===== src/hw/backend_pkg.sv =====
package backend_pkg;

	// Datapath and buffer sizing
	localparam int XLEN = 64;
	localparam int ROB_DEPTH = 8;
	localparam int MUL_STAGES = 3;
	localparam int TAG_W = $clog2(ROB_DEPTH);

	// Operand and result word
	typedef logic [XLEN-1:0] xlen_t;

	// Architectural destination index
	typedef logic [4:0] reg_idx_t;

	// Reorder slot index
	typedef logic [TAG_W-1:0] rob_tag_t;

	// Occupancy count, one bit wider so a full buffer is representable
	typedef logic [TAG_W:0] rob_cnt_t;

	// Micro-op opcodes
	// SLT is a signed compare, MULH returns the upper half of the signed product
	typedef enum logic [2:0] {
		OP_ADD  = 3'd0,
		OP_SUB  = 3'd1,
		OP_AND  = 3'd2,
		OP_OR   = 3'd3,
		OP_XOR  = 3'd4,
		OP_SLT  = 3'd5,
		OP_MUL  = 3'd6,
		OP_MULH = 3'd7
	} op_e;

endpackage


===== src/hw/exec_if.sv =====
`timescale 1ns/10ps

interface exec_if;
	import backend_pkg::*;

	// Issue request into an execution unit
	logic     req_valid;
	rob_tag_t req_tag;
	op_e      req_op;
	xlen_t    req_a;
	xlen_t    req_b;

	// Writeback toward the reorder buffer
	logic     wb_valid;
	rob_tag_t wb_tag;
	xlen_t    wb_data;

	modport issuer (
		output req_valid, req_tag, req_op, req_a, req_b
	);

	modport unit (
		input  req_valid, req_tag, req_op, req_a, req_b,
		output wb_valid, wb_tag, wb_data
	);

	modport collector (
		input wb_valid, wb_tag, wb_data
	);

endinterface


===== src/hw/instr_dispatch.sv =====
`timescale 1ns/10ps

module instr_dispatch (
	input  logic                  CLK,
	input  logic                  i_reset,
	input  logic                  i_uop_valid,
	output logic                  o_uop_ready,
	input  backend_pkg::op_e      i_uop_op,
	input  backend_pkg::reg_idx_t i_uop_rd,
	input  backend_pkg::xlen_t    i_uop_a,
	input  backend_pkg::xlen_t    i_uop_b,
	input  logic                  i_rob_free,
	input  backend_pkg::rob_tag_t i_rob_tag,
	output logic                  o_alloc_valid,
	output backend_pkg::reg_idx_t o_alloc_rd,
	exec_if.issuer                alu_ch,
	exec_if.issuer                mul_ch
);
	import backend_pkg::*;

	logic     uop_fire;
	logic     to_mul;
	logic     alu_vld_q;
	logic     mul_vld_q;
	rob_tag_t tag_q;
	op_e      op_q;
	xlen_t    a_q;
	xlen_t    b_q;

	// A free reorder slot is the only thing that can hold up the input
	assign o_uop_ready = i_rob_free;
	assign uop_fire = i_uop_valid && i_rob_free;

	// Tail slot is claimed in the same cycle the micro-op is taken
	assign o_alloc_valid = uop_fire;
	assign o_alloc_rd = i_uop_rd;

	assign to_mul = (i_uop_op == OP_MUL) || (i_uop_op == OP_MULH);

	always_ff @(posedge CLK) begin
		if (i_reset) begin
			alu_vld_q <= 1'b0;
			mul_vld_q <= 1'b0;
		end else begin
			alu_vld_q <= uop_fire && !to_mul;
			mul_vld_q <= uop_fire && to_mul;
		end
	end

	// Issue payload is shared, only the valids pick the unit
	always_ff @(posedge CLK) begin
		if (uop_fire) begin
			tag_q <= i_rob_tag;
			op_q <= i_uop_op;
			a_q <= i_uop_a;
			b_q <= i_uop_b;
		end
	end

	assign alu_ch.req_valid = alu_vld_q;
	assign alu_ch.req_tag = tag_q;
	assign alu_ch.req_op = op_q;
	assign alu_ch.req_a = a_q;
	assign alu_ch.req_b = b_q;

	assign mul_ch.req_valid = mul_vld_q;
	assign mul_ch.req_tag = tag_q;
	assign mul_ch.req_op = op_q;
	assign mul_ch.req_a = a_q;
	assign mul_ch.req_b = b_q;

endmodule


===== src/flat_wrapper.sv =====
// flat-port wrapper written by rule: the top's interface ports become plain ports
module instr_dispatch_flat import backend_pkg::*;
  (CLK, i_reset, i_uop_valid, o_uop_ready, i_uop_op, i_uop_rd, i_uop_a, i_uop_b, i_rob_free, i_rob_tag, o_alloc_valid, o_alloc_rd, alu_ch_req_valid, alu_ch_req_tag, alu_ch_req_op, alu_ch_req_a, alu_ch_req_b, mul_ch_req_valid, mul_ch_req_tag, mul_ch_req_op, mul_ch_req_a, mul_ch_req_b);
  exec_if alu_ch_i ();
  exec_if mul_ch_i ();
  input  logic CLK;
  input  logic i_reset;
  input  logic i_uop_valid;
  output logic o_uop_ready;
  input  backend_pkg::op_e i_uop_op;
  input  backend_pkg::reg_idx_t i_uop_rd;
  input  backend_pkg::xlen_t i_uop_a;
  input  backend_pkg::xlen_t i_uop_b;
  input  logic i_rob_free;
  input  backend_pkg::rob_tag_t i_rob_tag;
  output logic o_alloc_valid;
  output backend_pkg::reg_idx_t o_alloc_rd;
  output wire logic [$bits(alu_ch_i.req_valid)-1:0] alu_ch_req_valid;
  output wire logic [$bits(alu_ch_i.req_tag)-1:0] alu_ch_req_tag;
  output wire logic [$bits(alu_ch_i.req_op)-1:0] alu_ch_req_op;
  output wire logic [$bits(alu_ch_i.req_a)-1:0] alu_ch_req_a;
  output wire logic [$bits(alu_ch_i.req_b)-1:0] alu_ch_req_b;
  output wire logic [$bits(mul_ch_i.req_valid)-1:0] mul_ch_req_valid;
  output wire logic [$bits(mul_ch_i.req_tag)-1:0] mul_ch_req_tag;
  output wire logic [$bits(mul_ch_i.req_op)-1:0] mul_ch_req_op;
  output wire logic [$bits(mul_ch_i.req_a)-1:0] mul_ch_req_a;
  output wire logic [$bits(mul_ch_i.req_b)-1:0] mul_ch_req_b;
  assign alu_ch_req_valid = alu_ch_i.req_valid;
  assign alu_ch_req_tag = alu_ch_i.req_tag;
  assign alu_ch_req_op = alu_ch_i.req_op;
  assign alu_ch_req_a = alu_ch_i.req_a;
  assign alu_ch_req_b = alu_ch_i.req_b;
  assign mul_ch_req_valid = mul_ch_i.req_valid;
  assign mul_ch_req_tag = mul_ch_i.req_tag;
  assign mul_ch_req_op = mul_ch_i.req_op;
  assign mul_ch_req_a = mul_ch_i.req_a;
  assign mul_ch_req_b = mul_ch_i.req_b;
  instr_dispatch u_core (.CLK(CLK), .i_reset(i_reset), .i_uop_valid(i_uop_valid), .o_uop_ready(o_uop_ready), .i_uop_op(i_uop_op), .i_uop_rd(i_uop_rd), .i_uop_a(i_uop_a), .i_uop_b(i_uop_b), .i_rob_free(i_rob_free), .i_rob_tag(i_rob_tag), .o_alloc_valid(o_alloc_valid), .o_alloc_rd(o_alloc_rd), .alu_ch(alu_ch_i), .mul_ch(mul_ch_i));
endmodule

===== config.mk =====
export PLATFORM = sky130hd
export DESIGN_NAME = instr_dispatch_flat
export DESIGN_NICKNAME = d
export VERILOG_FILES = /design/src/hw/backend_pkg.sv /design/src/hw/exec_if.sv /design/src/hw/instr_dispatch.sv /design/src/flat_wrapper.sv
export SDC_FILE = /design/constraint.sdc
export NUM_CORES = 1
export LEC_CHECK = 0
export ABC_CLOCK_PERIOD_IN_PS = 11900
export BUFFER_PORTS_ARGS = -buffer_cell sky130_fd_sc_hd__buf_2
export CORE_AREA = 5 5 160 162
export CTS_CLUSTER_SIZE = 16
export DETAILED_ROUTE_END_ITERATION = 16
export DIE_AREA = 0 0 165 167
export PLACE_DENSITY = 0.58
export SETUP_SLACK_MARGIN = 0.15
export SYNTH_ARGS = -nofsm -noshare
export SYNTH_HDL_FRONTEND = slang
export SYNTH_SLANG_ARGS = --single-unit

===== constraint.sdc =====
create_clock -name CLK -period 11.9 [get_ports CLK]
set_input_delay 2.38 -clock CLK [delete_from_list [all_inputs] [get_ports CLK]]
set_output_delay 2.38 -clock CLK [all_outputs]
set_load 0.01 [all_outputs]

==> impl_results.md <==
- # DRC: 0
- CP startpoint kind: input port
- Num rows: 57
- Hold_buf cts: 0
- Worst-path clk slew: 0.07 ns
- Via-per-instance ratio: 3.49
- Die area: 27,600 sq um
- Kind of critical path: in2out
- Total wire length: 14,300 um
- DR pass1 iterations: 4
- Share of cells above drive strength 1: 76.2%
- Endpoints failing setup: 0
- Sw power: 290 uW
- Syn_area_per_cell: 18.3 sq um
- Final GP Congestion: 0.727
- Crit-path max FO: 67
- Synth unique cells: 8
- Area Overhead vs Synth: 38.8%
- Initial Util: 21.5%
- Least-Margin Pin Slew: 0.865 ns
- Fill cells: 2,441
- Post-route insts no fill: 908
- Pins over their slew limit: 0
- CTS tree: done
- Yosys reg bits: 136
- Final hold viol count: 0
- Postcts setup bufs: 0
- Detailed-route via count: 3,167
- Max-slew headroom: 42.3%
- Leakage Power: 3.18 nW
- Register share of total power: 47.5%
- Power density cells: 171 nW/um^2
- Core area: 24,000 sq um
- DR iter-0 viols: 96
- Maxcap violations: 0
- Largest stage delay on the critical path: 0.44 ns
- Sw frac: 23.8%
- Hold depth: 1
- Min-Delay Startpoint: i_uop_b[42]
- DP Cell Count: 875
- Routed length per instance: 15.8 um
- Die width: 165 um
- Die H: 167 um
- ANT nets after route: 0
- Crit path top cell by count: buf_2
- Required time worst endpoint: 9.52 ns
- Worst vdd ir: 0.0835 mV
- Largest net degree at the start of global routing: 70
- Worst Hold Class: in2reg
- Crit path cell chain: buf_2 > nand2_2 > inv_6 > buf_2
- Initial antenna violation count: 3
- Hpwl dp: 11,600 um
- Minimum clock period: 5.63 ns
- Max Fclk: 178 MHz
- Unrepaired setup endpoints after global routing: no
- Clock Sinks: 136
- CTS resizes: 0
- IO Pins: 420
- Total GRT Usage: 9.57%
- Status: complete, no violations
- Crit path max-delay cell type: inv_6
- CTS Buf Count: 17
- Final setup TNS: 0 ns
- Pint: 929 uW
- Mapped Area: 5150 sq um
- Vias in the first global route: 3,262
- Yosys warns: 0
- Clock network power share: 42.2%
- Crit. End Element: output pin
- H-tree level count: 4
- Period utilisation layout: 47.3%
- Crit path DAT: 3.25 ns
- First-pass GRT wire length: 19,300 um
- Final core utilization: 29.8%
- CTS root buffer: clkbuf_16
- Max Buffers Root-to-Sink: 2
- Combinational share of power: 10.2%
- Port-buffer cells: 409
- NumNets Final: 713
- Register area share after synthesis: 78.9%
- Grt ovf: 0
- Hold endpoint: u_core.alu_ch.req_b[42]
- Syn nets: 424
- Cells after Synth: 281
-- sequential cells by signal (all words and copies together), names as in the netlist --
register                 cells
u_core.alu_ch.req_valid      1
u_core.alu_ch.req_op         3
u_core.alu_ch.req_b         64
u_core.alu_ch.req_a         64
u_core.mul_ch.req_valid      1
u_core.alu_ch.req_tag        3
-- placed cells by master (no fill, tap or decap), drive strengths merged --
cell / n
buf: 410
edfxtp: 134
clkbuf: 19
inv: 4
clkinvlp: 4
clkinv: 4
bufinv: 2
dfxtp: 2
nand2: 2
diode: 1
nor3: 1
nor3b: 1
-- cell families (layout without fill, tap and decap cells) --
kind of cell / after synthesis / after routing / synth area share (%)
buf+inv: 141 / 443 / 20.5
flops: 136 / 136 / 78.9
other cells: 0 / 1 / 0
simple gates: 4 / 4 / 0.632
-- metrics by stage --
stage	power, mW	cell area, sq um	setup WS (ns)	hold WS (ns)
2_1_floorplan	0.672	5150	4.41	2.45
3_3_place_gp	0.716	6570	6.25	2.56
3_5_place_dp	0.718	6570	6.24	2.56
4_1_cts	1.24	7150	6.24	2.11
5_1_grt	1.28	7150	6.18	2.10
6_report	1.22	7150	6.27	2.14
-- synthesized netlist by cell type --
library cell | count | area [sq um]
buf_4 | 140 | 1050
dfxtp_1 | 2 | 40.0
edfxtp_1 | 134 | 4020
inv_1 | 1 | 3.75
nand2_1 | 1 | 3.75
nand2_2 | 1 | 6.26
nor3_2 | 1 | 10.0
nor3b_2 | 1 | 12.5
-- worst max path at each step --
stage	from	end	slack, ns	cells past startpoint
2_1_floorplan	i_uop_valid	o_alloc_valid	4.41	2
3_3_place_gp	i_rob_free	o_alloc_valid	6.25	4
3_5_place_dp	i_rob_free	o_alloc_valid	6.24	4
4_1_cts	i_rob_free	o_alloc_valid	6.24	4
5_1_grt	i_rob_free	o_alloc_valid	6.18	4
6_report	i_rob_free	o_alloc_valid	6.27	4
-- critical path, delay by kind of cell --
family        cells  cell delay [ns]
buf+inv           3             0.78
simple gates      1             0.09
-- layout make-up --
cell class,instances,area (sq um),share of cell area [%]
diodes,1,2.50,0.0350
clock buffers,19,433,6.06
clock inverters,13,148,2.07
inverters,1,8.76,0.123
multi-input cells,4,32.5,0.455
flip-flops and latches,136,4060,56.9
well taps,324,405,5.67
repair buffers,410,2050,28.7
-- power groups by stage --
stage | sequential, mW | clock [mW] | combinational, mW
floorplan | 0.606 | 0 | 0.0657
global placement | 0.589 | 0 | 0.127
detailed placement | 0.590 | 0 | 0.128
CTS | 0.580 | 0.535 | 0.128
global route | 0.584 | 0.558 | 0.134
finish | 0.579 | 0.515 | 0.125
-- metal layers --
layer / vias up / wire length, um / GRT usage [%]
met2: 247 / 7410 / 17.6
met1: 1476 / 4930 / 9.60
met3: 13 / 1690 / 3.76
li1: 1431 / - / -
met5: - / 0 / 0
met4: 0 / 274 / 3.65
Note: power is estimated with default switching activity, not from simulation.
