### src/hw/backend_pkg.sv
package backend_pkg;

	// Datapath and buffer sizing
	localparam int XLEN = 64;
	localparam int ROB_DEPTH = 8;
	localparam int MUL_STAGES = 3;
	localparam int TAG_W = $clog2(ROB_DEPTH);

	// Operand and result word
	typedef logic [XLEN-1:0] xlen_t;

	// Architectural destination index
	typedef logic [4:0] reg_idx_t;

	// Reorder slot index
	typedef logic [TAG_W-1:0] rob_tag_t;

	// Occupancy count, one bit wider so a full buffer is representable
	typedef logic [TAG_W:0] rob_cnt_t;

	// Micro-op opcodes
	// SLT is a signed compare, MULH returns the upper half of the signed product
	typedef enum logic [2:0] {
		OP_ADD  = 3'd0,
		OP_SUB  = 3'd1,
		OP_AND  = 3'd2,
		OP_OR   = 3'd3,
		OP_XOR  = 3'd4,
		OP_SLT  = 3'd5,
		OP_MUL  = 3'd6,
		OP_MULH = 3'd7
	} op_e;

endpackage

### src/hw/exec_if.sv
`timescale 1ns/10ps

interface exec_if;
	import backend_pkg::*;

	// Issue request into an execution unit
	logic     req_valid;
	rob_tag_t req_tag;
	op_e      req_op;
	xlen_t    req_a;
	xlen_t    req_b;

	// Writeback toward the reorder buffer
	logic     wb_valid;
	rob_tag_t wb_tag;
	xlen_t    wb_data;

	modport issuer (
		output req_valid, req_tag, req_op, req_a, req_b
	);

	modport unit (
		input  req_valid, req_tag, req_op, req_a, req_b,
		output wb_valid, wb_tag, wb_data
	);

	modport collector (
		input wb_valid, wb_tag, wb_data
	);

endinterface

### src/hw/reorder_buffer.sv
`timescale 1ns/10ps

module reorder_buffer (
	input  logic                  CLK,
	input  logic                  i_reset,
	input  logic                  i_alloc_valid,
	input  backend_pkg::reg_idx_t i_alloc_rd,
	output logic                  o_rob_free,
	output backend_pkg::rob_tag_t o_rob_tag,
	exec_if.collector             alu_wb,
	exec_if.collector             mul_wb,
	output logic                  o_commit_valid,
	input  logic                  i_commit_ready,
	output backend_pkg::reg_idx_t o_commit_rd,
	output backend_pkg::xlen_t    o_commit_data
);
	import backend_pkg::*;

	rob_tag_t             head_q;
	rob_tag_t             tail_q;
	rob_cnt_t             count_q;
	logic [ROB_DEPTH-1:0] done_q;
	reg_idx_t             rd_q [ROB_DEPTH];
	xlen_t                data_q [ROB_DEPTH];
	logic                 commit_fire;

	assign o_rob_free = (count_q != rob_cnt_t'(ROB_DEPTH));
	assign o_rob_tag = tail_q;

	// Head retires only once its own result is in, younger ones wait
	assign o_commit_valid = (count_q != '0) && done_q[head_q];
	assign o_commit_rd = rd_q[head_q];
	assign o_commit_data = data_q[head_q];
	assign commit_fire = o_commit_valid && i_commit_ready;

	// Pointers wrap naturally at the power-of-two depth
	always_ff @(posedge CLK) begin
		if (i_reset) begin
			head_q <= '0;
			tail_q <= '0;
			count_q <= '0;
		end else begin
			if (i_alloc_valid) begin
				tail_q <= tail_q + 1'b1;
			end
			if (commit_fire) begin
				head_q <= head_q + 1'b1;
			end
			case ({i_alloc_valid, commit_fire})
				2'b10:   count_q <= count_q + 1'b1;
				2'b01:   count_q <= count_q - 1'b1;
				default: count_q <= count_q;
			endcase
		end
	end

	// Done flags, set by either unit and cleared as the head retires
	always_ff @(posedge CLK) begin
		if (i_reset) begin
			done_q <= '0;
		end else begin
			if (commit_fire) begin
				done_q[head_q] <= 1'b0;
			end
			if (alu_wb.wb_valid) begin
				done_q[alu_wb.wb_tag] <= 1'b1;
			end
			if (mul_wb.wb_valid) begin
				done_q[mul_wb.wb_tag] <= 1'b1;
			end
		end
	end

	// Both units may write back in the same cycle, always to different slots
	always_ff @(posedge CLK) begin
		if (i_alloc_valid) begin
			rd_q[tail_q] <= i_alloc_rd;
		end
		if (alu_wb.wb_valid) begin
			data_q[alu_wb.wb_tag] <= alu_wb.wb_data;
		end
		if (mul_wb.wb_valid) begin
			data_q[mul_wb.wb_tag] <= mul_wb.wb_data;
		end
	end

endmodule

### src/flat_wrapper.sv
// flat-port wrapper written by rule: the top's interface ports become plain ports
module reorder_buffer_flat import backend_pkg::*;
  (CLK, i_reset, i_alloc_valid, i_alloc_rd, o_rob_free, o_rob_tag, o_commit_valid, i_commit_ready, o_commit_rd, o_commit_data, alu_wb_wb_valid, alu_wb_wb_tag, alu_wb_wb_data, mul_wb_wb_valid, mul_wb_wb_tag, mul_wb_wb_data);
  exec_if alu_wb_i ();
  exec_if mul_wb_i ();
  input  logic CLK;
  input  logic i_reset;
  input  logic i_alloc_valid;
  input  backend_pkg::reg_idx_t i_alloc_rd;
  output logic o_rob_free;
  output backend_pkg::rob_tag_t o_rob_tag;
  output logic o_commit_valid;
  input  logic i_commit_ready;
  output backend_pkg::reg_idx_t o_commit_rd;
  output backend_pkg::xlen_t o_commit_data;
  input wire logic [$bits(alu_wb_i.wb_valid)-1:0] alu_wb_wb_valid;
  input wire logic [$bits(alu_wb_i.wb_tag)-1:0] alu_wb_wb_tag;
  input wire logic [$bits(alu_wb_i.wb_data)-1:0] alu_wb_wb_data;
  input wire logic [$bits(mul_wb_i.wb_valid)-1:0] mul_wb_wb_valid;
  input wire logic [$bits(mul_wb_i.wb_tag)-1:0] mul_wb_wb_tag;
  input wire logic [$bits(mul_wb_i.wb_data)-1:0] mul_wb_wb_data;
  assign alu_wb_i.wb_valid = alu_wb_wb_valid;
  assign alu_wb_i.wb_tag = alu_wb_wb_tag;
  assign alu_wb_i.wb_data = alu_wb_wb_data;
  assign mul_wb_i.wb_valid = mul_wb_wb_valid;
  assign mul_wb_i.wb_tag = mul_wb_wb_tag;
  assign mul_wb_i.wb_data = mul_wb_wb_data;
  reorder_buffer u_core (.CLK(CLK), .i_reset(i_reset), .i_alloc_valid(i_alloc_valid), .i_alloc_rd(i_alloc_rd), .o_rob_free(o_rob_free), .o_rob_tag(o_rob_tag), .alu_wb(alu_wb_i), .mul_wb(mul_wb_i), .o_commit_valid(o_commit_valid), .i_commit_ready(i_commit_ready), .o_commit_rd(o_commit_rd), .o_commit_data(o_commit_data));
endmodule
### config.mk
export PLATFORM = sky130hd
export DESIGN_NAME = reorder_buffer_flat
export DESIGN_NICKNAME = d
export VERILOG_FILES = /design/src/hw/backend_pkg.sv /design/src/hw/exec_if.sv /design/src/hw/reorder_buffer.sv /design/src/flat_wrapper.sv
export SDC_FILE = /design/constraint.sdc
export NUM_CORES = 1
export LEC_CHECK = 0
export BUFFER_PORTS_ARGS = -buffer_cell sky130_fd_sc_hd__buf_2
export CAP_MARGIN = 20
export CORE_MARGIN = 2
export CORE_UTILIZATION = 40
export CTS_CLUSTER_SIZE = 8
export DETAILED_ROUTE_END_ITERATION = 7
export PLACE_DENSITY = 0.67
export SLEW_MARGIN = 5
export SYNTH_ARGS = -nofsm -noshare
export SYNTH_HDL_FRONTEND = slang
export SYNTH_SLANG_ARGS = --single-unit
### constraint.sdc
create_clock -name CLK -period 8.8 [get_ports CLK]
set_input_delay 1.76 -clock CLK [delete_from_list [all_inputs] [get_ports CLK]]
set_output_delay 1.76 -clock CLK [all_outputs]
set_load 0.1 [all_outputs]
==> flow_metrics.tcl, run 1 <==
set metrics [dict create \
    status "finished, final reports clean" \
    combinationalPowerShare_pct 10.6 \
    setup.worst_path.start_class "flop" \
    yosys-top-cells-area "edfxtp_1 59%, mux2_2 20%, mux4_2 11%" \
    synth_area_per_cell_um2 17.00 \
    syn_area_um2 28130 \
    critPathSlowestCell "buf_4" \
    rsz0062_at_grt "false" \
    fp.dieW_um 269.2 \
    row_count 97 \
    setup_viol 0 \
    vias 16110 \
    timing.critical_path.buf_inv 2 \
    cts_sinks 573 \
    dp_hpwl_um 40980 \
    chipHeight_um 269.2 \
    synth_top_family_by_area "multiplexers" \
    max_stage_delay_ps 820 \
    synth_common_cells "552 x edfxtp_1, 501 x mux2_2, 203 x nand2_1, 138 x mux4_2, 63 x buf_2" \
    synth.most_common_cell "edfxtp_1" \
    ys_types 44 \
    p_sw_share_pct 24.53 \
    cellLeakagePower_nw 11.01 \
    grt_pass1_wl_um 110000 \
    p_int_mw 5.109 \
    worstPathMaxFanout 45 \
    place_ws_ps 4138 \
    routabilityCongestion 0.7337 \
    grt_usage_pct 20.34 \
    worst-r2r-cell-count 10 \
    synth_cells 1655 \
    cts_setup_buffers 0 \
    synth_top_cell_area_share_pct 58.93 \
    totalWireLength_um 74320 \
    grt_pass1_vias 17220 \
    p_seq_share_pct 47.6 \
    synthesis.nets 1805 \
    synthAdderAreaFrac_pct 0.2224 \
    cts_max_path_buffers 3 \
    layout_setup_ws_ps 3618 \
    hold_buffers 0 \
    tightest_slew_ps 1117 \
    fin_worst_skew_ps 8.016 \
    cp-end-kind "output pin" \
    synthFlopType "edfxtp_1" \
    holdPathStages 2 \
    grt_overflow_total 0 \
    hold_viol 0 \
    cts-root-buf "clkbuf_16" \
    path_delay_family "buffers and inverters" \
    total_power_mw 6.770 \
    yosysSeqAreaShare_pct 60.42 \
    dr.pass1.iters 5 \
    postCtsResizedCells 0 \
    place_area_um2 30170 \
    buffer_ports.inserted 218 \
    synth_area_leader_cell "edfxtp_1" \
    io_pins 219 \
    cts_tree "done" \
    worstSetupPathDepth 4 \
    fp.coreArea_um2 69790 \
    antenna_found_initial 19 \
    ys_async_sr_fraction_pct 0 \
    switching_power_mw 1.661 \
    numCtsBuffers 82 \
    grt_max_degree 71 \
    criticalPathCategory "flop to output pin" \
    ys_ff_latch 573 \
    ant_nets 0 \
    cap_violations 0 \
    layout-drive-gt1-share_pct 52.57 \
    irDropWorstVdd_mv 0.1397 \
    post_drt_wl_per_cell_um 26.02 \
    required_ps 7040 \
    yosysWarnings 0 \
    fin_crit_sh_pct 58.89 \
    crit_path_cell_trace "buf_4, mux4_2, mux2_2, buf_2" \
    via_per_inst 5.640 \
    start_util_pct 40.31 \
    hold_slack_ps 497.5 \
    path_clk_slew_ps 50 \
    cts_htree_levels 3 \
    cellPowerDensity_nw_per_um2 208.7 \
    design_area_um2 32430 \
    fin_nets 2034 \
    drcViolationCount 0 \
    clock.fmax_ghz 0.1930 \
    hold_path_class "flop to flop" \
    drv_slew 0 \
    synthMuxAreaShare_pct 32.17 \
    synth_xor_xnor_area_share_pct 0.1557 \
    cp.arrival_ps 3420 \
    drt-initial-drc-count 1219 \
    p_clk_share_pct 41.9 \
    synth-simple-area-share_pct 4.074 \
    relSlewSlack_pct 25.55 \
    setup-tns-final_ps 0 \
    reg2reg_slack_ps 5950 \
    die_area_um2 72460 \
    synth_edf_count 552 \
    synth_compound_area_share_pct 0.8051 \
    period_minus_slack_ps 5182 \
    area_growth_pct 15.30 \
    insertion_delay_ps 630 \
]
[flip-flops by register name (all words and copies together), names as in the netlist, named ones only]
| signal | count |
|---|---|
| u_core.data_q | 512 |
| u_core.rd_q | 40 |
| u_core.done_q | 8 |
| u_core.count_q | 4 |
| u_core.head_q | 3 |
| u_core.o_rob_tag | 3 |
[through the flow]
stage / instances / util [%]
floorplan: 1655 / -
global placement: 2740 / 43.23
detailed placement: 2740 / 43.23
CTS: 2846 / 46.44
global route: 2851 / 46.46
finish: 2856 / 46.48
[tightest hold or removal path, delay by kind of cell (launching register included)]
family,cells,cell delay (ps)
compound gates,1,50
flops,1,300
simple gates,1,90
[metal layers]
metal	GRT usage, %	vias to the layer above	share of wire (%)
met1	26.96	8421	42
li1	-	7020	-
met5	0	-	0.18
met4	6.307	22	1.9
met3	4.479	115	6.7
met2	33.42	531	49
[cells by family (layout without fill, tap and decap cells)]
logic type | count (synthesis) | in the layout
other | 0 | 10
multiplexers | 666 | 666
flip-flops | 573 | 573
buffers and inverters | 108 | 359
AO/OA/AOI/OAI | 28 | 28
XOR/XNOR | 5 | 5
adder cells (fa/ha/maj) | 5 | 5
AND/OR/NAND/NOR | 270 | 270
[power by group through the flow]
stage | clock [mW] | sequential (mW) | combinational (mW)
after detailed placement | 0 | 3.27 | 0.716
after floorplan | 0 | 3.27 | 0.501
after global placement | 0 | 3.26 | 0.700
final | 2.83 | 3.22 | 0.715
after CTS | 2.89 | 3.22 | 0.718
after global routing | 2.99 | 3.23 | 0.759
[layout make-up]
type	instances	area (um^2)
repair buffers	251	1351
fillers	6006	37350
inverters	2	8.758
clock buffers	96	2105
multi-input cells	974	10630
flip-flops and latches	573	17010
diodes	10	25.02
clock inverters	10	133.9
well taps	940	1176
[path summary, 6_finish.rpt]
kind	startpoint	to
worst max-delay path	flop	o_commit_data[52]
worst min-delay path	u_core.done_q[0]	u_core.done_q[0]
worst max register to register	u_core.head_q[0]	u_core.count_q[2]
worst min register to register	u_core.done_q[0]	u_core.done_q[0]
[cells in the final DEF, fill, tap and decap left out, types with 2 or more instances in the layout]
cell type / n
a211oi_1: 7
a21oi_1: 4
a22oi_4: 2
buf_2: 218
buf_4: 32
clkbuf_1: 14
clkbuf_16: 82
clkinv_2: 2
clkinv_8: 3
dfxtp_1: 18
dfxtp_4: 3
diode_2: 10
edfxtp_1: 552
ha_1: 5
inv_16: 3
mux2_1: 24
mux2_2: 501
mux2i_1: 3
mux4_2: 138
nand2_1: 203
nand2b_1: 11
nand4b_1: 3
nor2_1: 28
nor2_4: 2
nor2b_1: 8
nor3_1: 4
o21ai_0: 3
o21ai_4: 3
o22ai_4: 2
xor2_1: 4
Note: power is estimated with default switching activity, not from simulation.
==> run 2, diff against run 1 <==
--- a/config.mk
+++ b/config.mk
@@ -5,13 +5,14 @@
 export SDC_FILE = /design/constraint.sdc
 export NUM_CORES = 1
 export LEC_CHECK = 0
+export ABC_AREA = 1
 export BUFFER_PORTS_ARGS = -buffer_cell sky130_fd_sc_hd__buf_2
 export CAP_MARGIN = 20
 export CORE_MARGIN = 2
 export CORE_UTILIZATION = 40
 export CTS_CLUSTER_SIZE = 8
 export DETAILED_ROUTE_END_ITERATION = 7
-export PLACE_DENSITY = 0.67
+export PLACE_DENSITY = 0.69
 export SLEW_MARGIN = 5
 export SYNTH_ARGS = -nofsm -noshare
 export SYNTH_HDL_FRONTEND = slang
==> constraint.sdc (replaced) <==
create_clock -name CLK -period 4.17 [get_ports CLK]
set_input_delay 0.834 -clock CLK [delete_from_list [all_inputs] [get_ports CLK]]
set_output_delay 0.834 -clock CLK [all_outputs]
set_load 0.1 [all_outputs]
==> run 2 against run 1 <==
Against the previous run: sequential cell count is the same; worst setup slack lost 3400 ps; via count grew 39%; first-iteration DRC count grew 80%; critical endpoint is now o_commit_data[19]; global-route usage grew 1.6 points; combinational power grew 130%; worst hold slack lost 30 ps; core utilization grew 0.32 points; die area shrank 0.61%.
==> flow_metrics.tcl, run 2 <==
set metrics [dict create \
    relSlewSlack_pct 42.20 \
    place_area_um2 29960 \
    grt_pass1_wl_um 121200 \
    fin_crit_sh_pct 94.95 \
    synthMuxAreaShare_pct 0 \
    cellPowerDensity_nw_per_um2 450.1 \
    cts-root-buf "clkbuf_16" \
    fp.coreArea_um2 68950 \
    drt-initial-drc-count 2195 \
    reg2reg_slack_ps 1640 \
    synth_compound_area_share_pct 17.82 \
    buffer_ports.inserted 218 \
    cts_sinks 573 \
    setup-tns-final_ps 0 \
    yosysWarnings 0 \
    design_area_um2 32260 \
    cts_tree "done" \
    synth_xor_xnor_area_share_pct 0.1253 \
    drv_slew 0 \
    layout-drive-gt1-share_pct 12.41 \
    hold_viol 0 \
    dp.cells 4018 \
    cts_setup_buffers 0 \
    largest_reg_flops 512 \
    ys_ff_latch 573 \
    drcViolationCount 0 \
    synthFlopType "edfxtp_1" \
    synthAdderAreaFrac_pct 0.2238 \
    row_count 96 \
    cp.arrival_ps 3130 \
    r2r_end "u_core.count_q[2]" \
    cellLeakagePower_nw 11.67 \
    postCtsResizedCells 0 \
    yosys-top-cells-area "edfxtp_1 59%, o21ai_0 14%, nand2_1 7.5%" \
    worst-r2r-cell-count 16 \
    numCtsBuffers 82 \
    routabilityCongestion 0.7792 \
    required_ps 3340 \
    r2r-start "u_core.head_q[0]" \
    synth-simple-area-share_pct 15.11 \
    fin_worst_skew_ps 28.82 \
    syn_area_um2 27950 \
    period_minus_slack_ps 3959 \
    ant_nets 0 \
    die_area_um2 72020 \
    grt_pass1_vias 20990 \
    ys_async_sr_fraction_pct 0 \
    path_clk_slew_ps 50 \
    area_growth_pct 15.41 \
    fin_nets 3321 \
    top_register "u_core.data_q" \
    setup_viol 0 \
    synth_common_cells "796 x o21ai_0, 559 x nand2_1, 552 x edfxtp_1, 510 x nor2_1, 173 x inv_1" \
    post_drt_wl_per_cell_um 19.30 \
    cts_htree_levels 3 \
    synth_top_family_by_area "compound AO/OA/AOI/OAI gates" \
    synth_edf_count 552 \
    final_cell_mix "794 x o21ai_0, 558 x nand2_1, 552 x edfxtp_1, 504 x nor2_1, 218 x buf_2" \
    setup.worst_path.start_class "flop" \
    synth_cells 3039 \
    grt_overflow_total 0 \
    insertion_delay_ps 620 \
    dr.pass1.iters 6 \
    rsz0062_at_grt "false" \
    cts_max_path_buffers 3 \
    synth.most_common_cell "o21ai_0" \
    final_util_pct 46.79 \
    tightest_slew_ps 867.1 \
    synthesis.nets 3189 \
    worstSetupEndpoint "o_commit_data[19]" \
    totalWireLength_um 79800 \
    grt_usage_pct 21.98 \
    cp-end-kind "output pin" \
    antenna_found_initial 4 \
    worstPathMaxFanout 53 \
    total_power_mw 14.52 \
    fp.dieW_um 268.4 \
    io_pins 219 \
    final.fill_count 6378 \
    reg_top3 "u_core.data_q x512, u_core.rd_q x40, u_core.done_q x8" \
    dp_hpwl_um 44600 \
    layout_commonest_cell "o21ai_0" \
    status "finished, final reports clean" \
    hold_path_class "flop to flop" \
    hold_buffers 0 \
    yosysSeqAreaShare_pct 60.80 \
    clock.fmax_ghz 0.2526 \
    chipHeight_um 268.4 \
    finalNonFillerCells 4135 \
    criticalPathCategory "flop to output pin" \
    synth_area_leader_cell "edfxtp_1" \
    synth_area_per_cell_um2 9.199 \
    cap_violations 0 \
    grt_max_degree 129 \
    synth_top_cell_area_share_pct 59.30 \
    vias 22380 \
    via_per_inst 5.412 \
    irDropWorstVdd_mv 0.3589 \
    start_util_pct 40.55 \
    ys_types 33 \
]
-- run 2: cell types whose count changed in the layout (fill, tap and decap cells not counted), moves of 138 or more --
cell	previous run	this run
mux4_2	138	0
mux2_2	501	0
o21ai_0	3	794
nor2_1	28	504
inv_1	1	165
nand2_1	203	558
-- run 2: logic make-up after synthesis --
group / after synthesis
AOI/OAI and AO/OA: 959
xor gates and xnor gates: 4
adders and majority gates: 5
buffers and inverters: 399
DFF: 573
and+or+nand+nor: 1099
-- run 2: worst min path at each step --
stage / from / end / slack [ps] / cells after the start
after CTS: i_alloc_rd[3] / u_core.rd_q[3][3] / 450 / 1
final: u_core.done_q[5] / u_core.done_q[5] / 470 / 2
after detailed placement: u_core.done_q[3] / u_core.done_q[3] / 460 / 2
after floorplan: u_core.done_q[1] / u_core.done_q[1] / 440 / 2
after global placement: u_core.done_q[1] / u_core.done_q[1] / 450 / 2
after global routing: i_alloc_rd[3] / u_core.rd_q[2][3] / 470 / 1
-- run 2: layout make-up --
class                   count  area [um^2]  area share [%]
clock inverters             7        103.9          0.3219
repair buffers            269         1712           5.306
multi-input cells        2067         9390           29.11
inverters                 178        691.9           2.145
flip-flops and latches    573        17000           52.71
well taps                 931         1165           3.611
clock buffers             106         2185           6.772
diodes                      4        10.01         0.03103
-- run 2: through the flow --
| step | hold slack (ps) | worst slack, ps |
|---|---|---|
| 2_1_floorplan | 439.8 | 575.8 |
| 3_3_place_gp | 453.7 | 867.6 |
| 3_5_place_dp | 459.3 | 852.5 |
| 4_1_cts | 450.6 | 179.7 |
| 5_1_grt | 465.1 | 41.20 |
| 6_report | 467.9 | 210.7 |
-- run 2: report_power, final --
group	switching, mW	leakage (nW)	internal (mW)
logic	1.27	5.36	0.365
registers	0.0891	5.21	6.71
clock network	2.40	1.11	3.68
-- run 2: routing by layer --
metal | share of wire (%) | global-route usage [%] | wire (um)
met1 | 42 | 29.78 | 33620
met2 | 48 | 36.27 | 38440
met3 | 7.7 | 3.152 | 6119
met4 | 2.0 | 7.538 | 1633
met5 | 0 | 0 | 0
-- run 2: worst max-delay path, cell delays in order (launching register included) --
cell and delay (ps):
dfxtp_4 690, buf_12 310, buf_4 310, o21ai_0 140, o22ai_1 240, nor2_1 60, a31oi_1 220, buf_2 460
