`src/hw/backend_pkg.sv`:
```
package backend_pkg;

	// Datapath and buffer sizing
	localparam int XLEN = 64;
	localparam int ROB_DEPTH = 8;
	localparam int MUL_STAGES = 3;
	localparam int TAG_W = $clog2(ROB_DEPTH);

	// Operand and result word
	typedef logic [XLEN-1:0] xlen_t;

	// Architectural destination index
	typedef logic [4:0] reg_idx_t;

	// Reorder slot index
	typedef logic [TAG_W-1:0] rob_tag_t;

	// Occupancy count, one bit wider so a full buffer is representable
	typedef logic [TAG_W:0] rob_cnt_t;

	// Micro-op opcodes
	// SLT is a signed compare, MULH returns the upper half of the signed product
	typedef enum logic [2:0] {
		OP_ADD  = 3'd0,
		OP_SUB  = 3'd1,
		OP_AND  = 3'd2,
		OP_OR   = 3'd3,
		OP_XOR  = 3'd4,
		OP_SLT  = 3'd5,
		OP_MUL  = 3'd6,
		OP_MULH = 3'd7
	} op_e;

endpackage

```
`src/hw/exec_if.sv`:
```
`timescale 1ns/10ps

interface exec_if;
	import backend_pkg::*;

	// Issue request into an execution unit
	logic     req_valid;
	rob_tag_t req_tag;
	op_e      req_op;
	xlen_t    req_a;
	xlen_t    req_b;

	// Writeback toward the reorder buffer
	logic     wb_valid;
	rob_tag_t wb_tag;
	xlen_t    wb_data;

	modport issuer (
		output req_valid, req_tag, req_op, req_a, req_b
	);

	modport unit (
		input  req_valid, req_tag, req_op, req_a, req_b,
		output wb_valid, wb_tag, wb_data
	);

	modport collector (
		input wb_valid, wb_tag, wb_data
	);

endinterface

```
`src/hw/alu_unit.sv`:
```
`timescale 1ns/10ps

module alu_unit (
	input logic   CLK,
	input logic   i_reset,
	exec_if.unit  ch
);
	import backend_pkg::*;

	xlen_t    alu_res;
	logic     slt;
	logic     wb_vld_q;
	rob_tag_t wb_tag_q;
	xlen_t    wb_data_q;

	assign slt = $signed(ch.req_a) < $signed(ch.req_b);

	always_comb begin
		case (ch.req_op)
			OP_ADD:  alu_res = ch.req_a + ch.req_b;
			OP_SUB:  alu_res = ch.req_a - ch.req_b;
			OP_AND:  alu_res = ch.req_a & ch.req_b;
			OP_OR:   alu_res = ch.req_a | ch.req_b;
			OP_XOR:  alu_res = ch.req_a ^ ch.req_b;
			OP_SLT:  alu_res = {{(XLEN-1){1'b0}}, slt};
			// Multiplies never reach this unit
			default: alu_res = '0;
		endcase
	end

	always_ff @(posedge CLK) begin
		if (i_reset) begin
			wb_vld_q <= 1'b0;
		end else begin
			wb_vld_q <= ch.req_valid;
		end
	end

	// Result and tag held for one writeback cycle
	always_ff @(posedge CLK) begin
		if (ch.req_valid) begin
			wb_tag_q <= ch.req_tag;
			wb_data_q <= alu_res;
		end
	end

	assign ch.wb_valid = wb_vld_q;
	assign ch.wb_tag = wb_tag_q;
	assign ch.wb_data = wb_data_q;

endmodule

```
`src/flat_wrapper.sv`:
```
// flat-port wrapper written by rule: the top's interface ports become plain ports
module alu_unit_flat import backend_pkg::*;
  (CLK, i_reset, ch_req_valid, ch_req_tag, ch_req_op, ch_req_a, ch_req_b, ch_wb_valid, ch_wb_tag, ch_wb_data);
  exec_if ch_i ();
  input logic CLK;
  input logic i_reset;
  input wire logic [$bits(ch_i.req_valid)-1:0] ch_req_valid;
  input wire logic [$bits(ch_i.req_tag)-1:0] ch_req_tag;
  input wire logic [$bits(ch_i.req_op)-1:0] ch_req_op;
  input wire logic [$bits(ch_i.req_a)-1:0] ch_req_a;
  input wire logic [$bits(ch_i.req_b)-1:0] ch_req_b;
  output wire logic [$bits(ch_i.wb_valid)-1:0] ch_wb_valid;
  output wire logic [$bits(ch_i.wb_tag)-1:0] ch_wb_tag;
  output wire logic [$bits(ch_i.wb_data)-1:0] ch_wb_data;
  assign ch_i.req_valid = ch_req_valid;
  assign ch_i.req_tag = ch_req_tag;
  assign ch_i.req_op = ch_req_op;
  assign ch_i.req_a = ch_req_a;
  assign ch_i.req_b = ch_req_b;
  assign ch_wb_valid = ch_i.wb_valid;
  assign ch_wb_tag = ch_i.wb_tag;
  assign ch_wb_data = ch_i.wb_data;
  alu_unit u_core (.CLK(CLK), .i_reset(i_reset), .ch(ch_i));
endmodule
```
`config.mk`:
```
export PLATFORM = sky130hd
export DESIGN_NAME = alu_unit_flat
export DESIGN_NICKNAME = d
export VERILOG_FILES = /design/src/hw/backend_pkg.sv /design/src/hw/exec_if.sv /design/src/hw/alu_unit.sv /design/src/flat_wrapper.sv
export SDC_FILE = /design/constraint.sdc
export NUM_CORES = 1
export LEC_CHECK = 0
export BUFFER_PORTS_ARGS = -buffer_cell sky130_fd_sc_hd__buf_2
export CELL_PAD_IN_SITES_DETAIL_PLACEMENT = 2
export CELL_PAD_IN_SITES_GLOBAL_PLACEMENT = 2
export CORE_MARGIN = 4
export CORE_UTILIZATION = 36
export DETAILED_ROUTE_END_ITERATION = 16
export PLACE_DENSITY_LB_ADDON = 0.1
export SLEW_MARGIN = 20
export SYNTH_ARGS = -nofsm -noshare
export SYNTH_HDL_FRONTEND = slang
export SYNTH_SLANG_ARGS = --single-unit
```
`constraint.sdc`:
```
create_clock -name CLK -period 6.2 [get_ports CLK]
set_clock_uncertainty 0.2 [all_clocks]
set_input_delay 0.93 -clock CLK [delete_from_list [all_inputs] [get_ports CLK]]
set_output_delay 0.93 -clock CLK [all_outputs]
set_load 0.01 [all_outputs]
```
==> results.cfg, run 1 <==
[synthesis]
syn_inst = 1774
synthArstFlopShare_pct = 0
syn-num-nets = 2112
syn_avg_cell_area_sq_um = 7.30
synth_cell_types = 88
yosysWarnings = 0
ys_seq_area_share_pct = 15.7
synth-edff-count = 67
synth-main-ff-cell = edfxtp_1
netlist_area_sq_um = 12900
synth_seq_cells = 68

[sta]
max_slew_margin_pct = 24.1
setup_violations = 0
hold_viol_final = 0
slew_viol_final = 0
fin_crit_sh_pct = 83.0
worst_slew_pin_slew_ps = 1130
period_minus_slack_ps = 5150
setup_slack_ps = 1050
finalSetupTns_ps = 0
grt_setup_unrepaired = false
fmaxAchievable_mhz = 194

[critical_path]
worstPathCellList = buf_2 -> inv_1 -> ha_1 -> nor4_1 -> nand2_1 -> nor3_1 -> o31ai_1 -> nand4b_1 -> a211o_1 -> nand3b_1 -> a2111oi_0 -> nor3_1 -> mux2i_1 -> a211o_1
cpLargestDelayFamily = simple AND/OR/NAND/NOR gates
cp_max_fo = 12
slowest_delay_ps = 910
worstPathArrival_ps = 5080
crit_start = ch_req_b[26]
critPathKind = in -> reg
endpoint_kind = register
crit_buf_inv = 2
crit_required_ps = 6130
cpMaxStageDelayCell = nor4_1
critPathLaunchType = input pin

[clock_tree]
clock_path_buffers = 2
cts_root_buf = clkbuf_16
cts.htree.levels = 3
clkSlewWorstSetupHoldPaths_ps = 70
hold_buffers = 0
cts_sinks = 68
cts_buffers = 9
ctsResizeCount = 0
cts_tree = yes
cts_setup_buffers = 0

[cells_and_area]
fin_area_sq_um = 14500
final_cells = 2355
drive_gt1_share_pct = 14.1
layout.nets = 2227
area_delta_synth_final_pct = 12.0
antenna_cells = 0

[drt]
drc = 0
vias_per_cell = 6.08
initialDrtViolationCount = 1058
wl_per_cell_um = 24.4
drt-total-wl_mm = 57.4
dr.pass1.iters = 6
num_vias = 14310
antenna_left = 0

[power_and_ir_drop]
power_leakage_nw = 6.42
power_density_nw_per_um2 = 170
ir_drop_uv = 136

[placed_design]
placed_cells = 2339
dpl_cell_area_sq_um = 14200
port_buffers = 204
preCtsSetupSlack_ps = 766
gp_congestion = 0.915
dp_hpwl_mm = 44.4

[floorplanning]
ios = 205
rows = 69
dieArea_sq_um = 39100
die_h_um = 198
die_w_um = 198
coreArea_sq_um = 35500
start_util_pct = 36.5

[global_routing]
grt.overflow.total = 0
grt_max_degree = 86
grt_pass1_vias = 15251
grt_antenna_before_repair = 3
grt_pass1_wl_mm = 88.5
grtUsageTotal_pct = 28.5

[job]
maxCapViolCount = 0

[hold_path]
hp-class = in -> reg
hold_start = i_reset

[status]
status = completed
cell usage after synthesis, types with 5 or more instances:
master | count | share of area [%]
o31a_1 | 6 | 0.41
nand4_1 | 14 | 0.68
o221ai_1 | 26 | 1.8
buf_4 | 5 | 0.29
nor2_1 | 158 | 4.6
o22a_1 | 16 | 1.1
a21boi_0 | 9 | 0.52
o21ai_0 | 113 | 4.4
a211oi_1 | 19 | 1.1
o21bai_1 | 30 | 1.7
a31oi_1 | 21 | 1.0
or3_1 | 15 | 0.72
a211o_1 | 7 | 0.47
xnor2_1 | 49 | 3.3
inv_1 | 197 | 5.7
mux2i_1 | 13 | 1.0
clkbuf_1 | 79 | 2.3
nor3_1 | 51 | 2.0
o21a_1 | 7 | 0.41
o31ai_1 | 22 | 1.3
edfxtp_1 | 67 | 16
or2_2 | 5 | 0.24
a21o_1 | 23 | 1.3
a22oi_1 | 40 | 2.3
nand3_1 | 27 | 1.0
buf_1 | 11 | 0.32
and3_1 | 6 | 0.29
a21oi_1 | 195 | 7.5
o32a_1 | 10 | 0.77
nand2_1 | 119 | 3.4
nor4_1 | 23 | 1.1
a221oi_1 | 5 | 0.34
ha_1 | 199 | 19
a2111oi_0 | 5 | 0.34
o22ai_1 | 23 | 1.1
buf_2 | 12 | 0.46
nor2b_1 | 23 | 1.1
o21ai_1 | 7 | 0.27
nand2b_1 | 8 | 0.39
o211ai_1 | 19 | 1.1
through the flow:
step / total power [mW] / utilization [%] / hold slack (ps)
3_3_place_gp: 1.82 / 40.0 / 889
3_5_place_dp: 1.86 / 40.0 / 894
4_1_cts: 2.47 / 40.9 / 492
2_1_floorplan: 1.41 / - / 802
5_1_grt: 2.62 / 40.9 / 516
6_report: 2.47 / 40.9 / 511
state kept, by name, indices dropped and copies added (netlist names):
register	count
u_core.ch.wb_valid	1
u_core.ch.wb_data	64
u_core.ch.wb_tag	3
cell families after synthesis:
family / after synthesis / synth area share, %
AO/OA/AOI/OAI: 661 / 33.9
AND/OR/NAND/NOR: 466 / 16.7
buffers and inverters: 308 / 9.25
adder cells (fa/ha/maj): 201 / 19.5
flip-flops: 68 / 15.7
XOR/XNOR: 53 / 3.59
multiplexers: 17 / 1.35
cells in the final DEF, fill, tap and decap left out, types with 8 or more instances in the layout:
master / n
mux2i_1: 13
nor3_1: 51
edfxtp_1: 67
nand3_1: 27
nor2b_1: 23
nand4_1: 14
a21oi_1: 195
o211ai_1: 19
clkbuf_16: 9
o31ai_1: 22
nor2_1: 155
o32a_1: 10
nor4_1: 23
a31oi_1: 21
nand2b_1: 8
xnor2_1: 49
ha_1: 199
o221ai_1: 26
inv_1: 196
buf_4: 10
o22ai_1: 23
a22oi_1: 40
buf_2: 202
o21bai_1: 30
a21boi_0: 9
o21ai_0: 113
o22a_1: 16
a211oi_1: 19
or3_1: 15
nand2_1: 118
a21o_1: 23
worst paths after layout:
check | to | slack [ps] | depth (start not counted)
setup / recovery | u_core.ch.wb_data[62] | 1050 | 14
hold / removal | u_core.ch.wb_valid | 510 | 2
routing by layer:
layer	GRT usage, %	vias up	wire length, um
met4	6.71	6	1060
met1	38.6	7232	26300
li1	-	6655	-
met5	0	-	37
met2	48.2	358	27500
met3	3.70	59	2500
report_power, final:
part           leakage, nW  switching, mW  internal, mW
Clock                0.152          0.247         0.347
Combinational         5.61          0.841         0.441
Sequential           0.656         0.0155         0.575
final cells by class:
type,count,area [sq um]
Tap cell,461,577
Clock buffer,9,225
Fill cell,4371,21000
Timing Repair Buffer,212,1090
Multi-Input combinational cell,1398,9740
Inverter,200,751
Clock inverter,7,81.3
Sequential cell,68,2030
(Power assumes the default switching activity.)
==> run 2: changes to the inputs <==
--- a/config.mk
+++ b/config.mk
@@ -5,11 +5,12 @@
 export SDC_FILE = /design/constraint.sdc
 export NUM_CORES = 1
 export LEC_CHECK = 0
+export ABC_AREA = 1
 export BUFFER_PORTS_ARGS = -buffer_cell sky130_fd_sc_hd__buf_2
 export CELL_PAD_IN_SITES_DETAIL_PLACEMENT = 2
 export CELL_PAD_IN_SITES_GLOBAL_PLACEMENT = 2
 export CORE_MARGIN = 4
-export CORE_UTILIZATION = 36
+export CORE_UTILIZATION = 31
 export DETAILED_ROUTE_END_ITERATION = 16
 export PLACE_DENSITY_LB_ADDON = 0.1
 export SLEW_MARGIN = 20
==> constraint.sdc (replaced) <==
create_clock -name CLK -period 4.9 [get_ports CLK]
set_clock_uncertainty 0.2 [all_clocks]
set_input_delay 0.735 -clock CLK [delete_from_list [all_inputs] [get_ports CLK]]
set_output_delay 0.735 -clock CLK [all_outputs]
set_load 0.01 [all_outputs]
==> run 2 against run 1 <==
Effect of this change: synthesized cell count grew 78%; die area is 51% higher; sequential share of layout area down 3.3 points; total power is 46% higher; utilization shrank 6.0 points; worst hold slack got worse by 230 ps; final area increased by 31%; largest cell class unchanged.
==> results.cfg, run 2 <==
[global_routing]
grt_max_degree = 52
grt_pass1_vias = 21702
grt_pass1_wl_mm = 142
grtUsageTotal_pct = 32.2
grt.overflow.total = 0
grt_antenna_before_repair = 3

[cells_and_area]
layout_common_cells = nand2_1 (1082), inv_1 (733), nand3_1 (235)
layout.nets = 3641
fin_area_sq_um = 18900
final_cells = 4047
largest_reg_flops = 64
drive_gt1_share_pct = 11.4
layout.cells.most_common = nand2_1
fillers = 7170
antenna_cells = 0
area_delta_synth_final_pct = 10.3

[job]
maxCapViolCount = 0

[floorplanning]
start_util_pct = 31.6
rows = 85
die_h_um = 243
dieArea_sq_um = 59200
ios = 205
coreArea_sq_um = 54300
die_w_um = 243

[critical_path]
worstPathArrival_ps = 3770
critPathLaunchType = input pin
endpoint_kind = register
critPathKind = in -> reg
crit_required_ps = 4830
cp_max_fo = 10

[placed_design]
port_buffers = 204
gp_congestion = 0.999
preCtsSetupSlack_ps = 797
dpl_cell_area_sq_um = 18600
dp_hpwl_mm = 84.8
placed_cells = 4031

[hold_path]
hold_start = i_reset
hp-class = in -> reg
holdPathStages = 2
worstHoldEndpoint = u_core.ch.wb_valid

[synthesis]
synth-compound-area-share_pct = 10.5
synth_top_area_share_pct = 23.7
synthArstFlopShare_pct = 0
syn_avg_cell_area_sq_um = 5.43
synth-simple-area-share_pct = 41.9
syn-num-nets = 3498
synth_xor_area_share_pct = 0.817
yosysTopAreaCell = nand2_1
ys_seq_area_share_pct = 11.8
synth_fa_ha_area_share_pct = 14.7
netlist_top_cells_count = nand2_1 (1082), inv_1 (735), nand3_1 (235), nor2_1 (209), ha_1 (199)
netlist_area_sq_um = 17200
synth_top_family_by_area = simple AND/OR/NAND/NOR gates
synth-main-ff-cell = edfxtp_1
yosysWarnings = 0
synthTopCellsByArea = nand2_1 (24%), inv_1 (16%), ha_1 (15%)
synth.area.mux_share_pct = 0
synth_seq_cells = 68
synth-edff-count = 67
syn_inst = 3160
synth_cell_types = 43
synth.most_common_cell = nand2_1

[power_and_ir_drop]
finalPower_mw = 3.59
power_leakage_nw = 11.3
power_density_nw_per_um2 = 190
ir_drop_uv = 198

[sta]
max_slew_margin_pct = 24.3
setup_violations = 0
worst_slew_pin_slew_ps = 1130
finalSetupTns_ps = 0
period_minus_slack_ps = 3840
fin_crit_sh_pct = 78.3
fmaxAchievable_mhz = 261
setup_slack_ps = 1060
hold_viol_final = 0
slew_viol_final = 0
grt_setup_unrepaired = false

[drt]
antenna_left = 0
drt-total-wl_mm = 98.3
wl_per_cell_um = 24.3
dr.pass1.iters = 5
drc = 0
num_vias = 20799
vias_per_cell = 5.14
initialDrtViolationCount = 1546

[clock_tree]
cts_buffers = 9
cts.htree.levels = 3
cts_tree = yes
cts_root_buf = clkbuf_16
cts_setup_buffers = 0
clock_path_buffers = 2
hold_buffers = 0
ctsResizeCount = 0
clkSlewWorstSetupHoldPaths_ps = 70
cts_sinks = 68

[status]
status = completed
## run 2: report_power, final
group / internal (mW) / total, mW / leakage [nW] / switching (mW)
Combinational: 0.557 / 2.11 / 10.5 / 1.55
Sequential: 0.726 / 0.751 / 0.656 / 0.0251
Clock: 0.371 / 0.731 / 0.137 / 0.359
Total: 1.65 / 3.59 / 11.3 / 1.94
## run 2: final cells by class
| type | instances | area (sq um) | share of cell area, % |
|---|---|---|---|
| clock buffers | 14 | 264 | 1.40 |
| clock inverters | 2 | 10.0 | 0.0529 |
| inverters | 769 | 2890 | 15.3 |
| multi-input cells | 2240 | 11700 | 61.7 |
| flip-flops and latches | 68 | 2030 | 10.7 |
| well taps | 739 | 925 | 4.89 |
| repair buffers | 215 | 1130 | 5.98 |
## run 2: per-stage QoR
step | hold WS, ps | utilization (%)
after floorplan | 606 | -
after global placement | 691 | 34.3
after detailed placement | 695 | 34.3
after CTS | 264 | 34.8
after global routing | 288 | 34.8
final | 281 | 34.8
## run 2: worst max-delay path by stage
stage	from	endpoint	cells past startpoint
after global placement	ch_req_b[35]	u_core.ch.wb_data[55]	14
after global routing	ch_req_b[35]	u_core.ch.wb_data[55]	14
final	ch_req_b[35]	u_core.ch.wb_data[55]	14
after floorplan	ch_req_a[0]	u_core.ch.wb_data[0]	17
after detailed placement	ch_req_b[35]	u_core.ch.wb_data[39]	14
after CTS	ch_req_b[35]	u_core.ch.wb_data[55]	14
## run 2: per-layer routing
| layer | global-route usage (%) | up-vias | share of wire [%] |
|---|---|---|---|
| met3 | 4.50 | 107 | 5.4 |
| met4 | 11.3 | 4 | 3.6 |
| met1 | 45.3 | 10282 | 48 |
| met2 | 50.3 | 542 | 43 |
| li1 | - | 9864 | - |
| met5 | 0 | - | 0.031 |
## run 2: logic make-up (layout without fill, tap and decap cells)
group | count (synthesis) | after routing
fa+ha+maj | 201 | 201
flops | 68 | 68
xor+xnor | 16 | 16
compound gates | 325 | 325
buf+inv | 852 | 1000
simple gates | 1698 | 1698
## run 2: worst max-delay path, stage by stage
cell and delay (ps):
buf_2 100, inv_1 60, ha_1 780, nand2_1 260
nor2_1 420, inv_1 210, nor2_1 290, nand2_1 270
nor2_1 160, nand2_1 100, nand2_1 110, nand2_1 50
nand3_1 90, nand3_1 130
==> run 3: changes to the inputs <==
==> constraint.sdc (replaced) <==
create_clock -name CLK -period 3.9 [get_ports CLK]
set_clock_uncertainty 0.2 [all_clocks]
set_input_delay 0.585 -clock CLK [delete_from_list [all_inputs] [get_ports CLK]]
set_output_delay 0.585 -clock CLK [all_outputs]
set_load 0.01 [all_outputs]
==> run 3 against run 2 <==
Effect of this change: utilization grew 0.42 points; die area is the same; global-route usage grew 0.62 points; clock-buffer cell count shrank 5; first-iteration DRC count grew 0.32%; combinational power grew 28%; clock power grew 32%; worst hold slack lost 140 ps; critical path type unchanged.
==> results.cfg, run 3 (same netlist as run 2, synthesis figures left out) <==
[floorplanning]
start_util_pct = 31.6
coreArea_sq_um = 54300
dieArea_sq_um = 59200
ios = 205
die_w_um = 243
die_h_um = 243
rows = 85

[status]
status = completed

[sta]
max_slew_margin_pct = 28.7
worst_slew_pin_slew_ps = 1070
setup_violations = 0
hold_viol_final = 0
grt_setup_unrepaired = false
slew_viol_final = 0
fmaxAchievable_mhz = 270
fin_crit_sh_pct = 95.0
setup_slack_ps = 197
period_minus_slack_ps = 3700
finalSetupTns_ps = 0

[global_routing]
grt_antenna_before_repair = 0
grt_max_degree = 47
grt_pass1_vias = 22019
grt.overflow.total = 0
grt_pass1_wl_mm = 145
grtUsageTotal_pct = 32.8

[placed_design]
gp_congestion = 1.02
dpl_cell_area_sq_um = 18900
preCtsSetupSlack_ps = -96.7
dp_hpwl_mm = 87.1
port_buffers = 204

[clock_tree]
ctsResizeCount = 0
cts_tree = yes
cts_setup_buffers = 0
cts_sinks = 68
hold_buffers = 0
cts_buffers = 9
cts_root_buf = clkbuf_16
clkSlewWorstSetupHoldPaths_ps = 80
cts.htree.levels = 3
clock_path_buffers = 2

[power_and_ir_drop]
finalPower_mw = 4.60
power_density_nw_per_um2 = 240
ir_drop_uv = 218
power_leakage_nw = 11.4

[job]
maxCapViolCount = 0

[critical_path]
critPathLaunchType = input pin
endpoint_kind = register
cp_max_fo = 10
critPathKind = in -> reg
worstPathArrival_ps = 3660
crit_required_ps = 3860

[cells_and_area]
layout_common_cells = nand2_1 (1082), inv_1 (734), nand3_1 (235)
final_util_pct = 35.2
area_delta_synth_final_pct = 11.6
fin_area_sq_um = 19100
area.sequential_sq_um = 2030
fillers = 7276
layout.nets = 3669
antenna_cells = 0
layout.cells.most_common = nand2_1
multiInputGateArea_sq_um = 11700
largest_reg_flops = 64
drive_gt1_share_pct = 12.2

[hold_path]
hp-class = in -> reg
holdPathStages = 2

[drt]
initialDrtViolationCount = 1551
antenna_left = 0
drt-total-wl_mm = 100
wl_per_cell_um = 24.6
drc = 0
vias_per_cell = 5.16
num_vias = 21034
dr.pass1.iters = 5
[run 3: worst max-delay path, stage by stage]
cell     delay, ps
buf_2           90
inv_1           50
ha_1           790
nand2_1        220
nor2_1         430
inv_1          240
nor2_1         340
nand2_1        210
nand2_1        250
a21oi_1        130
nand2_1         80
nand2_1         50
nand3_1         80
nand3_1         90
[run 3: cell type report]
class | count | share of cell area [%]
Clock inverter | 7 | 0.346
Tap cell | 739 | 4.83
Timing Repair Buffer | 243 | 7.01
Sequential cell | 68 | 10.6
Multi-Input combinational cell | 2240 | 61.0
Clock buffer | 9 | 1.18
Inverter | 769 | 15.1
[run 3: path summary, 6_finish.rpt]
path	start	endpoint	slack (ps)
setup / recovery	ch_req_b[35]	u_core.ch.wb_data[55]	200
hold / removal	i_reset	u_core.ch.wb_valid	140
[run 3: metrics by stage]
step | instances | hold slack [ps]
4_1_cts | 4075 | 127
3_5_place_dp | 4059 | 552
5_1_grt | 4075 | 138
3_3_place_gp | 4059 | 541
6_report | 4075 | 141
2_1_floorplan | 3160 | 456
[run 3: layer usage]
| layer | up-vias | routed length (um) | track usage (%) |
|---|---|---|---|
| met1 | 10511 | 48200 | 46.7 |
| met5 | - | 0 | 0 |
| met2 | 533 | 44400 | 53.2 |
| li1 | 9920 | - | - |
| met4 | 0 | 2370 | 7.71 |
| met3 | 70 | 5140 | 3.62 |
[run 3: power breakdown]
part           internal (mW)  switching (mW)
Sequential             0.912          0.0326
Clock                  0.494           0.468
Combinational          0.722            1.97
Total                   2.13            2.48
